==> src/logic/exec_pkg.sv <==
//----------------------------------------
// Shared widths, micro-op codes and unit
// latencies for the execute stage. Import
// into any block that needs them.
//----------------------------------------

`default_nettype none

package exec_pkg;

  //----------------------------------------
  // Widths
  //----------------------------------------

  localparam int xlen          = 32; // Operand and result word
  localparam int seq_bits      = 6;  // 64 ops in flight can be told apart
  localparam int reg_addr_bits = 5;  // Architectural destination
  localparam int shamt_bits    = 5;  // Shift amount, low bits of op2

  //----------------------------------------
  // Latencies
  //----------------------------------------

  // Multiplier stages after its input register
  localparam int mul_stages = 3;

  //----------------------------------------
  // Micro-ops
  //----------------------------------------

  typedef enum logic [3:0] {
    OP_ADD  = 4'd0,
    OP_SUB  = 4'd1,
    OP_AND  = 4'd2,
    OP_OR   = 4'd3,
    OP_XOR  = 4'd4,
    OP_SLL  = 4'd5,
    OP_SRL  = 4'd6,
    OP_SLT  = 4'd7,  // Signed compare
    OP_MUL  = 4'd8,  // Low product word
    OP_MULH = 4'd9   // High word, signed x signed
  } exec_uop_e;

  // Operation class, steers the issue queue head
  function automatic logic is_mul_op(exec_uop_e uop);
    return (uop == OP_MUL) || (uop == OP_MULH);
  endfunction

endpackage

`default_nettype wire

==> src/logic/dx_if.sv <==
//----------------------------------------
// Issue channel, one operation toward an
// execution unit with valid/ready flow
//----------------------------------------

`default_nettype none

interface dx_if;
  import exec_pkg::*;

  logic                     val;     // Operation present
  logic                     rdy;     // Unit can take it
  logic [seq_bits-1:0]      seq_num; // Issue order tag
  logic [xlen-1:0]          op1;
  logic [xlen-1:0]          op2;
  logic [reg_addr_bits-1:0] waddr;   // Destination register
  exec_uop_e                uop;

  // Issuer holds fields stable while val && !rdy
  modport issuer (
    output val, seq_num, op1, op2, waddr, uop,
    input  rdy
  );

  modport unit (
    input  val, seq_num, op1, op2, waddr, uop,
    output rdy
  );

endinterface

`default_nettype wire

==> src/logic/xw_if.sv <==
//----------------------------------------
// Result channel, one writeback from a unit
// toward the writeback arbiter
//----------------------------------------

`default_nettype none

interface xw_if;
  import exec_pkg::*;

  logic                     val;
  logic                     rdy;     // Arbiter granted this source
  logic [seq_bits-1:0]      seq_num;
  logic [reg_addr_bits-1:0] waddr;
  logic [xlen-1:0]          wdata;

  modport unit (
    output val, seq_num, waddr, wdata,
    input  rdy
  );

  modport wb (
    input  val, seq_num, waddr, wdata,
    output rdy
  );

endinterface

`default_nettype wire

==> src/logic/exec_alu.sv <==
//----------------------------------------
// Single-cycle ALU. Result is registered
// with its tag and handed to writeback.
//----------------------------------------

`default_nettype none

module exec_alu (
  input  logic clk,
  input  logic rst,
  dx_if.unit   in_port,
  xw_if.unit   out_port
);
  import exec_pkg::*;

  logic                     r_val;
  logic [seq_bits-1:0]      r_seq;
  logic [reg_addr_bits-1:0] r_waddr;
  logic [xlen-1:0]          r_wdata;

  logic            in_xfer;
  logic            out_xfer;
  logic [xlen-1:0] alu_result;

  // Accept when result reg empty or draining now
  assign in_port.rdy = ~r_val | out_port.rdy;
  assign in_xfer     = in_port.val & in_port.rdy;
  assign out_xfer    = r_val & out_port.rdy;

  //----------------------------------------
  // Datapath
  //----------------------------------------

  always_comb begin
    case (in_port.uop)
      OP_ADD:  alu_result = in_port.op1 + in_port.op2;
      OP_SUB:  alu_result = in_port.op1 - in_port.op2;
      OP_AND:  alu_result = in_port.op1 & in_port.op2;
      OP_OR:   alu_result = in_port.op1 | in_port.op2;
      OP_XOR:  alu_result = in_port.op1 ^ in_port.op2;
      OP_SLL:  alu_result = in_port.op1 << in_port.op2[shamt_bits-1:0];
      OP_SRL:  alu_result = in_port.op1 >> in_port.op2[shamt_bits-1:0];
      OP_SLT: begin
        // Signed compare, zero-extended flag
        alu_result = {{(xlen-1){1'b0}}, ($signed(in_port.op1) < $signed(in_port.op2))};
      end
      default: alu_result = '0;  // Mul ops never reach here
    endcase
  end

  always_ff @(posedge clk) begin
    if (rst) begin
      r_val <= 1'b0;
    end else if (in_xfer) begin
      r_val <= 1'b1;
    end else if (out_xfer) begin
      r_val <= 1'b0;   // Drained, nothing new
    end
  end

  // Payload only, val qualifies it
  always_ff @(posedge clk) begin
    if (in_xfer) begin
      r_seq   <= in_port.seq_num;
      r_waddr <= in_port.waddr;
      r_wdata <= alu_result;
    end
  end

  assign out_port.val     = r_val;
  assign out_port.seq_num = r_seq;
  assign out_port.waddr   = r_waddr;
  assign out_port.wdata   = r_wdata;

  // Queue steering keeps multiplies away
  a_no_mul_op: assert property (@(posedge clk) disable iff (rst)
    in_port.val |-> !is_mul_op(in_port.uop));

endmodule

`default_nettype wire

==> src/logic/exec_issue_queue.sv <==
//----------------------------------------
// Two-entry issue FIFO. The head goes to
// the ALU or the multiplier by its class.
//----------------------------------------

`default_nettype none

module exec_issue_queue (
  input  logic clk,
  input  logic rst,
  dx_if.unit   in_port,
  dx_if.issuer alu_port,
  dx_if.issuer mul_port
);
  import exec_pkg::*;

  // Entry storage, no reset
  logic [seq_bits-1:0]      q_seq   [0:1];
  logic [xlen-1:0]          q_op1   [0:1];
  logic [xlen-1:0]          q_op2   [0:1];
  logic [reg_addr_bits-1:0] q_waddr [0:1];
  exec_uop_e                q_uop   [0:1];

  logic       wr_ptr;
  logic       rd_ptr;
  logic [1:0] count;  // 0..2 entries held
  logic       push;
  logic       pop;
  logic       head_val;
  logic       head_mul;

  assign in_port.rdy = (count != 2'd2); // Not full
  assign push        = in_port.val & in_port.rdy;
  assign pop         = (alu_port.val & alu_port.rdy) | (mul_port.val & mul_port.rdy);

  assign head_val = (count != 2'd0);
  assign head_mul = is_mul_op(q_uop[rd_ptr]);

  always_ff @(posedge clk) begin
    if (rst) begin
      wr_ptr <= 1'b0;
      rd_ptr <= 1'b0;
      count  <= 2'd0;
    end else begin
      if (push) wr_ptr <= ~wr_ptr;
      if (pop)  rd_ptr <= ~rd_ptr;
      case ({push, pop})
        2'b10:   count <= count + 2'd1;
        2'b01:   count <= count - 2'd1;
        default: count <= count;       // Idle or push+pop
      endcase
    end
  end

  always_ff @(posedge clk) begin
    if (push) begin
      q_seq[wr_ptr]   <= in_port.seq_num;
      q_op1[wr_ptr]   <= in_port.op1;
      q_op2[wr_ptr]   <= in_port.op2;
      q_waddr[wr_ptr] <= in_port.waddr;
      q_uop[wr_ptr]   <= in_port.uop;
    end
  end

  //----------------------------------------
  // Head steering
  //----------------------------------------

  assign alu_port.val     = head_val & ~head_mul; // Only one side sees val
  assign alu_port.seq_num = q_seq[rd_ptr];
  assign alu_port.op1     = q_op1[rd_ptr];
  assign alu_port.op2     = q_op2[rd_ptr];
  assign alu_port.waddr   = q_waddr[rd_ptr];
  assign alu_port.uop     = q_uop[rd_ptr];

  assign mul_port.val     = head_val & head_mul;
  assign mul_port.seq_num = q_seq[rd_ptr];
  assign mul_port.op1     = q_op1[rd_ptr];
  assign mul_port.op2     = q_op2[rd_ptr];
  assign mul_port.waddr   = q_waddr[rd_ptr];
  assign mul_port.uop     = q_uop[rd_ptr];

  // Count and pointers stay in step, an overrun breaks this
  a_no_push_full: assert property (@(posedge clk) disable iff (rst)
    (count <= 2'd2) && ((count == 2'd1) == (wr_ptr != rd_ptr)));

  // Stalled head stays on its own port with the same tag
  a_alu_head_hold: assert property (@(posedge clk) disable iff (rst)
    (alu_port.val && !alu_port.rdy) |=>
      (alu_port.val && !mul_port.val && $stable(alu_port.seq_num)));

  a_mul_head_hold: assert property (@(posedge clk) disable iff (rst)
    (mul_port.val && !mul_port.rdy) |=>
      (mul_port.val && !alu_port.val && $stable(mul_port.seq_num)));

endmodule

`default_nettype wire

==> src/logic/exec_mul_pipe.sv <==
//----------------------------------------
// Pipelined multiplier. Input register,
// product stage, then a stall-able chain.
// Latency is p_pipeline_stages cycles.
//----------------------------------------

`default_nettype none

module exec_mul_pipe #(
  parameter int p_pipeline_stages = exec_pkg::mul_stages
) (
  input  logic clk,
  input  logic rst,
  dx_if.unit   in_port,
  xw_if.unit   out_port
);
  import exec_pkg::*;

  //----------------------------------------
  // Input register
  //----------------------------------------

  logic                     in_val;
  logic [seq_bits-1:0]      in_seq;
  logic [reg_addr_bits-1:0] in_waddr;
  logic [xlen-1:0]          in_op1;
  logic [xlen-1:0]          in_op2;
  exec_uop_e                in_uop;
  logic                     in_xfer;

  logic signed [2*xlen-1:0] product;
  logic [xlen-1:0]          product_word;

  // Stage k holds a finished product word
  logic                     st_val   [1:p_pipeline_stages];
  logic [seq_bits-1:0]      st_seq   [1:p_pipeline_stages];
  logic [reg_addr_bits-1:0] st_waddr [1:p_pipeline_stages];
  logic [xlen-1:0]          st_wdata [1:p_pipeline_stages];
  logic                     st_rdy   [0:p_pipeline_stages]; // Stage k may hand off

  assign in_port.rdy = st_rdy[0] | ~in_val;
  assign in_xfer     = in_port.val & in_port.rdy;

  always_ff @(posedge clk) begin
    if (rst) begin
      in_val <= 1'b0;
    end else if (in_xfer) begin
      in_val <= 1'b1;
    end else if (in_val & st_rdy[0]) begin
      in_val <= 1'b0;
    end
  end

  always_ff @(posedge clk) begin
    if (in_xfer) begin
      in_seq   <= in_port.seq_num;
      in_waddr <= in_port.waddr;
      in_op1   <= in_port.op1;
      in_op2   <= in_port.op2;
      in_uop   <= in_port.uop;
    end
  end

  // Low word is the same signed or unsigned
  assign product      = $signed(in_op1) * $signed(in_op2);
  assign product_word = (in_uop == OP_MULH) ? product[2*xlen-1:xlen] : product[xlen-1:0];

  //----------------------------------------
  // Stage chain
  //----------------------------------------

  assign st_rdy[p_pipeline_stages] = out_port.rdy;

  for (genvar k = 1; k <= p_pipeline_stages; k++) begin : g_stage
    logic prev_val;

    assign st_rdy[k-1] = st_rdy[k] | ~st_val[k]; // Room if empty or draining

    if (k == 1) begin : g_first
      assign prev_val = in_val;

      always_ff @(posedge clk) begin
        if (in_val & st_rdy[0]) begin
          st_seq[k]   <= in_seq;
          st_waddr[k] <= in_waddr;
          st_wdata[k] <= product_word;
        end
      end
    end else begin : g_next
      assign prev_val = st_val[k-1];

      always_ff @(posedge clk) begin
        if (st_val[k-1] & st_rdy[k-1]) begin
          st_seq[k]   <= st_seq[k-1];
          st_waddr[k] <= st_waddr[k-1];
          st_wdata[k] <= st_wdata[k-1];
        end
      end
    end

    always_ff @(posedge clk) begin
      if (rst) begin
        st_val[k] <= 1'b0;
      end else if (prev_val & st_rdy[k-1]) begin
        st_val[k] <= 1'b1;
      end else if (st_val[k] & st_rdy[k]) begin
        st_val[k] <= 1'b0;  // Moved on, bubble left
      end
    end
  end

  assign out_port.val     = st_val[p_pipeline_stages];
  assign out_port.seq_num = st_seq[p_pipeline_stages];
  assign out_port.waddr   = st_waddr[p_pipeline_stages];
  assign out_port.wdata   = st_wdata[p_pipeline_stages];

  // Stalled result must not slip or change
  a_hold: assert property (@(posedge clk) disable iff (rst)
    (out_port.val && !out_port.rdy) |=>
      (out_port.val && $stable(out_port.seq_num) &&
       $stable(out_port.waddr) && $stable(out_port.wdata)));

endmodule

`default_nettype wire

==> src/logic/exec_top.sv <==
//----------------------------------------
// Execute stage top. Issue queue, ALU,
// multiplier and writeback arbiter.
//----------------------------------------

`default_nettype none

module exec_top (
  input  logic                               clk,
  input  logic                               rst,

  // Issue port
  input  logic                               issue_val,
  output logic                               issue_rdy,
  input  logic [exec_pkg::seq_bits-1:0]      issue_seq_num,
  input  logic [exec_pkg::xlen-1:0]          issue_op1,
  input  logic [exec_pkg::xlen-1:0]          issue_op2,
  input  logic [exec_pkg::reg_addr_bits-1:0] issue_waddr,
  input  exec_pkg::exec_uop_e                issue_uop,

  // Writeback port
  output logic                               wb_val,
  input  logic                               wb_rdy,
  output logic [exec_pkg::seq_bits-1:0]      wb_seq_num,
  output logic [exec_pkg::reg_addr_bits-1:0] wb_waddr,
  output logic [exec_pkg::xlen-1:0]          wb_wdata
);

  dx_if issue_dx ();  // Plain ports into the queue
  dx_if alu_dx ();
  dx_if mul_dx ();
  xw_if alu_xw ();
  xw_if mul_xw ();

  assign issue_dx.val     = issue_val;
  assign issue_dx.seq_num = issue_seq_num;
  assign issue_dx.op1     = issue_op1;
  assign issue_dx.op2     = issue_op2;
  assign issue_dx.waddr   = issue_waddr;
  assign issue_dx.uop     = issue_uop;
  assign issue_rdy        = issue_dx.rdy;

  exec_issue_queue u_issue (
    .clk      (clk),
    .rst      (rst),
    .in_port  (issue_dx),
    .alu_port (alu_dx),
    .mul_port (mul_dx)
  );

  exec_alu u_alu (
    .clk      (clk),
    .rst      (rst),
    .in_port  (alu_dx),
    .out_port (alu_xw)
  );

  exec_mul_pipe #(
    .p_pipeline_stages (exec_pkg::mul_stages)
  ) u_mul (
    .clk      (clk),
    .rst      (rst),
    .in_port  (mul_dx),
    .out_port (mul_xw)
  );

  exec_wb_arbiter u_wb (
    .clk        (clk),
    .rst        (rst),
    .alu_res    (alu_xw),
    .mul_res    (mul_xw),
    .wb_val     (wb_val),
    .wb_seq_num (wb_seq_num),
    .wb_waddr   (wb_waddr),
    .wb_wdata   (wb_wdata),
    .wb_rdy     (wb_rdy)
  );

endmodule

`default_nettype wire

==> src/logic/exec_wb_arbiter.sv <==
//----------------------------------------
// Round-robin merge of ALU and multiplier
// results onto the single writeback port
//----------------------------------------

`default_nettype none

module exec_wb_arbiter (
  input  logic                                clk,
  input  logic                                rst,
  xw_if.wb                                    alu_res,
  xw_if.wb                                    mul_res,
  output logic                                wb_val,
  output logic [exec_pkg::seq_bits-1:0]       wb_seq_num,
  output logic [exec_pkg::reg_addr_bits-1:0]  wb_waddr,
  output logic [exec_pkg::xlen-1:0]           wb_wdata,
  input  logic                                wb_rdy
);
  import exec_pkg::*;

  logic last_mul;   // Multiplier won the last transfer
  logic locked;     // Writeback stalled last cycle
  logic locked_mul; // Which source was stalled
  logic rr_mul;     // Fresh round-robin pick
  logic grant_mul;
  logic wb_xfer;

  // Both valid: the side not granted last wins
  assign rr_mul    = mul_res.val & (~alu_res.val | ~last_mul);
  // Keep a stalled grant so wb fields hold
  assign grant_mul = locked ? locked_mul : rr_mul;

  assign wb_val     = alu_res.val | mul_res.val;
  assign wb_seq_num = grant_mul ? mul_res.seq_num : alu_res.seq_num;
  assign wb_waddr   = grant_mul ? mul_res.waddr   : alu_res.waddr;
  assign wb_wdata   = grant_mul ? mul_res.wdata   : alu_res.wdata;
  assign wb_xfer    = wb_val & wb_rdy;

  // Loser sees rdy low and holds
  assign alu_res.rdy = wb_rdy & ~grant_mul;
  assign mul_res.rdy = wb_rdy & grant_mul;

  always_ff @(posedge clk) begin
    if (rst) begin
      last_mul   <= 1'b0;
      locked     <= 1'b0;
      locked_mul <= 1'b0;
    end else begin
      if (wb_xfer) begin
        last_mul <= grant_mul;  // Pointer moves on transfer only
      end
      locked     <= wb_val & ~wb_rdy;
      locked_mul <= grant_mul;
    end
  end

  // Lock or round robin only ever picks a source holding a result
  a_grant_valid: assert property (@(posedge clk) disable iff (rst)
    wb_val |-> (grant_mul ? mul_res.val : alu_res.val));

endmodule

`default_nettype wire

==> config.mk <==
export PLATFORM = sky130hd
export DESIGN_NAME = exec_top
export DESIGN_NICKNAME = d
export VERILOG_FILES = /design/src/logic/exec_pkg.sv /design/src/logic/dx_if.sv /design/src/logic/xw_if.sv /design/src/logic/exec_alu.sv /design/src/logic/exec_issue_queue.sv /design/src/logic/exec_mul_pipe.sv /design/src/logic/exec_top.sv /design/src/logic/exec_wb_arbiter.sv
export SDC_FILE = /design/constraint.sdc
export NUM_CORES = 2
export LEC_CHECK = 0
export BUFFER_PORTS_ARGS = -buffer_cell sky130_fd_sc_hd__buf_2
export CAP_MARGIN = 40
export CORE_ASPECT_RATIO = 1.2
export CORE_MARGIN = 2
export CORE_UTILIZATION = 54
export DETAILED_ROUTE_END_ITERATION = 10
export PLACE_DENSITY = 0.8
export SETUP_SLACK_MARGIN = 0.2
export SLEW_MARGIN = 20
export SYNTH_ARGS = -nofsm -noshare
export SYNTH_HDL_FRONTEND = slang
export SYNTH_SLANG_ARGS = --single-unit
==> constraint.sdc <==
create_clock -name clk -period 17.23 [get_ports clk]
set_input_delay 0.8615 -clock clk [delete_from_list [all_inputs] [get_ports clk]]
set_output_delay 0.8615 -clock clk [all_outputs]
set_load 0.05 [all_outputs]
==> metrics.yaml <==
synth-seq-area-share_pct: 21.51
grt_pass1_wl_um: 267800
fmax_mhz: 113.4
start_util_pct: 54.27
fin_cells: 7168
cp-end-kind: "register"
rsz0062_at_grt: "no"
synth_edf_count: 412
synthAdderAreaFrac_pct: 43.17
core_area_um2: 107700
synthCells: 5777
nets: 7177
cts_buffer_depth: 3
wl_per_cell_um: 24.21
synth_simple_gate_area_share_pct: 13.28
hold_end: "u_mul.st_wdata[0][104]"
seq_area_um2: 12580
synth-compound-area-share_pct: 7.905
min_period_over_period_pct: 51.19
synth_fp_nets: 7226
rrSetupSlack_ns: 8.41
synthArstFlopShare_pct: 0
cts-buffers-inserted: 38
synthToLayoutAreaGrowth_pct: 5.950
dp_hpwl_um: 135500
drive_gt1_share_pct: 7.487
first_pass_iters: 6
dpl_cell_area_um2: 60510
synth_area_um2: 58440
period_minus_slack_ns: 8.820
vias: 42825
clock_latency_ns: 0.59
cp.arrival_ns: 9.12
r2r-end: "u_mul.st_wdata[0][62]"
ioPinCount: 128
clkSlewWorstSetupHoldPaths_ns: 0.07
fill_cells: 9027
status: "completed"
place_congestion: 1.027
die_y_um: 364.4
ys_types: 92
final_hold_viol_count: 0
rr_worst_depth: 24
synth_top_family_by_area: "adder cells"
drc_errors: 0
tightest_slew_ns: 0.9133
crit_type: "reg2reg"
antenna_found_initial: 13
multi_input_area_um2: 40770
post_cts_resized: 0
drt-total-wl_um: 173500
grt_max_degree: 69
vias_per_cell: 5.974
hold_class: "reg2reg"
ys.flop_type: "edfxtp_1"
postCtsSetupBuffers: 0
grt_use_total_pct: 32.01
postCtsHoldBufs: 0
critPathLaunchType: "register"
relSlewSlack_pct: 37.54
fin_worst_skew_ns: 0.03406
portBuffers: 127
path_max_fanout: 32
maxCapViolations: 0
required_ns: 17.53
synth-seq-cells: 422
cts_tree: "yes"
drtIter0Drc: 3918
dp.cells: 7092
tns_ns: 0
synthMuxAreaShare_pct: 3.636
setup_viol: 0
synth-xor-area-share_pct: 1.574
finalMaxSlewViolations: 0
syn_area_per_cell_um2: 10.12
h-tree-depth: 2
dieArea_um2: 110900
cts_root_buf: "clkbuf_16"
clock_sinks: 422
hold_path_depth: 0
design_area_um2: 61910
grt_pass1_vias: 45777
fp-row-count: 132
grt_overflow: 0
ant_nets: 0
die_x_um: 304.3
r2r_start: "u_mul.in_op1[31]"
worstHoldStart: "u_mul.st_wdata[0][72]"
ys_warn_count: 0
worst max-delay path by stage:
stage | start | to | depth (start not counted)
after floorplan | u_mul.in_op2[2] | u_mul.st_wdata[0][62] | 24
after global placement | u_mul.in_op2[6] | u_mul.st_wdata[0][62] | 25
after detailed placement | u_mul.in_op2[3] | u_mul.st_wdata[0][62] | 23
after CTS | u_mul.in_op2[3] | u_mul.st_wdata[0][62] | 23
after global routing | u_mul.in_op1[31] | u_mul.st_wdata[0][62] | 27
final | u_mul.in_op1[31] | u_mul.st_wdata[0][62] | 24
synth_stat cells, types with 19 or more instances:
cell type / number / area (µm²)
a211oi_1: 30 / 225.2
a21o_1: 41 / 307.8
a21oi_1: 205 / 1026
a22oi_1: 35 / 262.8
a31oi_1: 19 / 118.9
and2_1: 519 / 3247
buf_2: 22 / 110.1
clkbuf_1: 277 / 1040
edfxtp_1: 412 / 12370
fa_1: 1084 / 21700
ha_1: 282 / 3528
inv_1: 1027 / 3855
mux2_2: 64 / 720.7
mux2i_1: 105 / 1051
nand2_1: 662 / 2485
nand2b_1: 26 / 162.7
nand3_1: 34 / 170.2
nand4_1: 19 / 118.9
nor2_1: 242 / 908.4
nor3_1: 45 / 225.2
o211ai_1: 33 / 247.7
o21ai_0: 150 / 750.7
o21bai_1: 20 / 150.1
o22ai_1: 39 / 244.0
xnor2_1: 71 / 621.9
xor2_1: 34 / 297.8
metal layers:
metal | global-route usage (%) | share of wire [%] | wire, µm | vias to the layer above
met4 | 21.82 | 8.3 | 14450 | 8
met2 | 55.47 | 49 | 85750 | 2193
met1 | 37.33 | 35 | 60780 | 21822
met5 | 0 | 0.035 | 60 | -
met3 | 4.251 | 7.2 | 12500 | 726
li1 | - | - | - | 18076
worst max-delay path: stages (launching register included):
cell and delay [ns]:
edfxtp_1 0.38, buf_4 0.25, nand2_1 0.15, inv_1 0.10
fa_1 0.60, fa_1 0.46, fa_1 0.76, fa_1 1.06
inv_1 0.44, fa_1 0.60, inv_1 0.05, fa_1 0.52
inv_1 0.04, fa_1 0.47, inv_1 0.05, fa_1 0.45
ha_1 0.24, or3_1 0.39, o211ai_1 0.19, o2bb2ai_1 0.10
a21oi_1 0.32, o21ai_0 0.24, a311o_1 0.37, xnor2_1 0.15
o21ai_0 0.10
through the flow:
step / util [%] / hold slack (ns) / setup WS [ns]
floorplan: - / 0.4003 / 9.397
global placement: 56.05 / 0.4002 / 8.175
detailed placement: 56.20 / 0.4045 / 8.452
CTS: 57.41 / 0.3913 / 8.466
global route: 57.49 / 0.4162 / 7.941
finish: 57.50 / 0.4034 / 8.411
sequential cells by signal, indices dropped and copies added (netlist names), 2 cells and up, named ones only:
signal                  cells
u_issue.q_op2              64
u_alu.out_port.seq_num      6
u_mul.in_waddr              5
u_mul.st_seq               18
u_issue.count               2
u_mul.st_waddr             15
u_alu.out_port.wdata       32
u_mul.in_op2               32
u_mul.in_op1               32
u_mul.in_uop                4
u_mul.in_seq                6
u_mul.st_wdata             96
u_mul.st_val                3
u_issue.q_seq              12
u_issue.q_uop               8
u_issue.q_waddr            10
u_issue.q_op1              64
u_alu.out_port.waddr        5
area by class of cell:
class | count | area share (%)
antenna | 4 | 0.01617
multi-input combinational | 3990 | 65.85
clock buffer | 44 | 1.572
inverter | 1042 | 6.321
sequential | 422 | 20.31
tap | 1407 | 2.843
clock inverter | 25 | 0.5396
timing repair buffer | 234 | 2.542
kinds of logic after synthesis:
logic type	count (synthesis)
muxes	190
xor gates and xnor gates	105
AOI/OAI and AO/OA	718
buffers and inverters	1365
adders and majority gates	1366
and+or+nand+nor	1611
DFF	422
cells in the final DEF (no fill, tap or decap), types with 9 or more instances in the layout:
cell          n
a22oi_1      35
and3_1        9
a31oi_1      18
or3_1        11
o31ai_1      14
nand2_1     662
clkinv_1     10
o21ai_0     150
inv_1      1024
fa_1       1084
mux2_2       64
xnor2_1      71
buf_2       127
clkbuf_16    38
a21oi_1     203
o221ai_1     18
a21o_1       41
mux2i_2      13
and2_1      519
ha_1        282
o211ai_1     33
buf_8        10
o22ai_1      39
edfxtp_1    412
nor3_1       43
nor2_1      241
dfxtp_1       9
inv_2        12
nand4_1      19
nand2b_1     26
nand3_1      34
xor2_1       34
a211oi_1     30
o21bai_1     20
nor2b_1      10
buf_4        94
mux2i_1     102
Power is left out: the tool's default activity adds up to more than one toggle a clock period on the data nets, which glitch-free logic cannot reach.
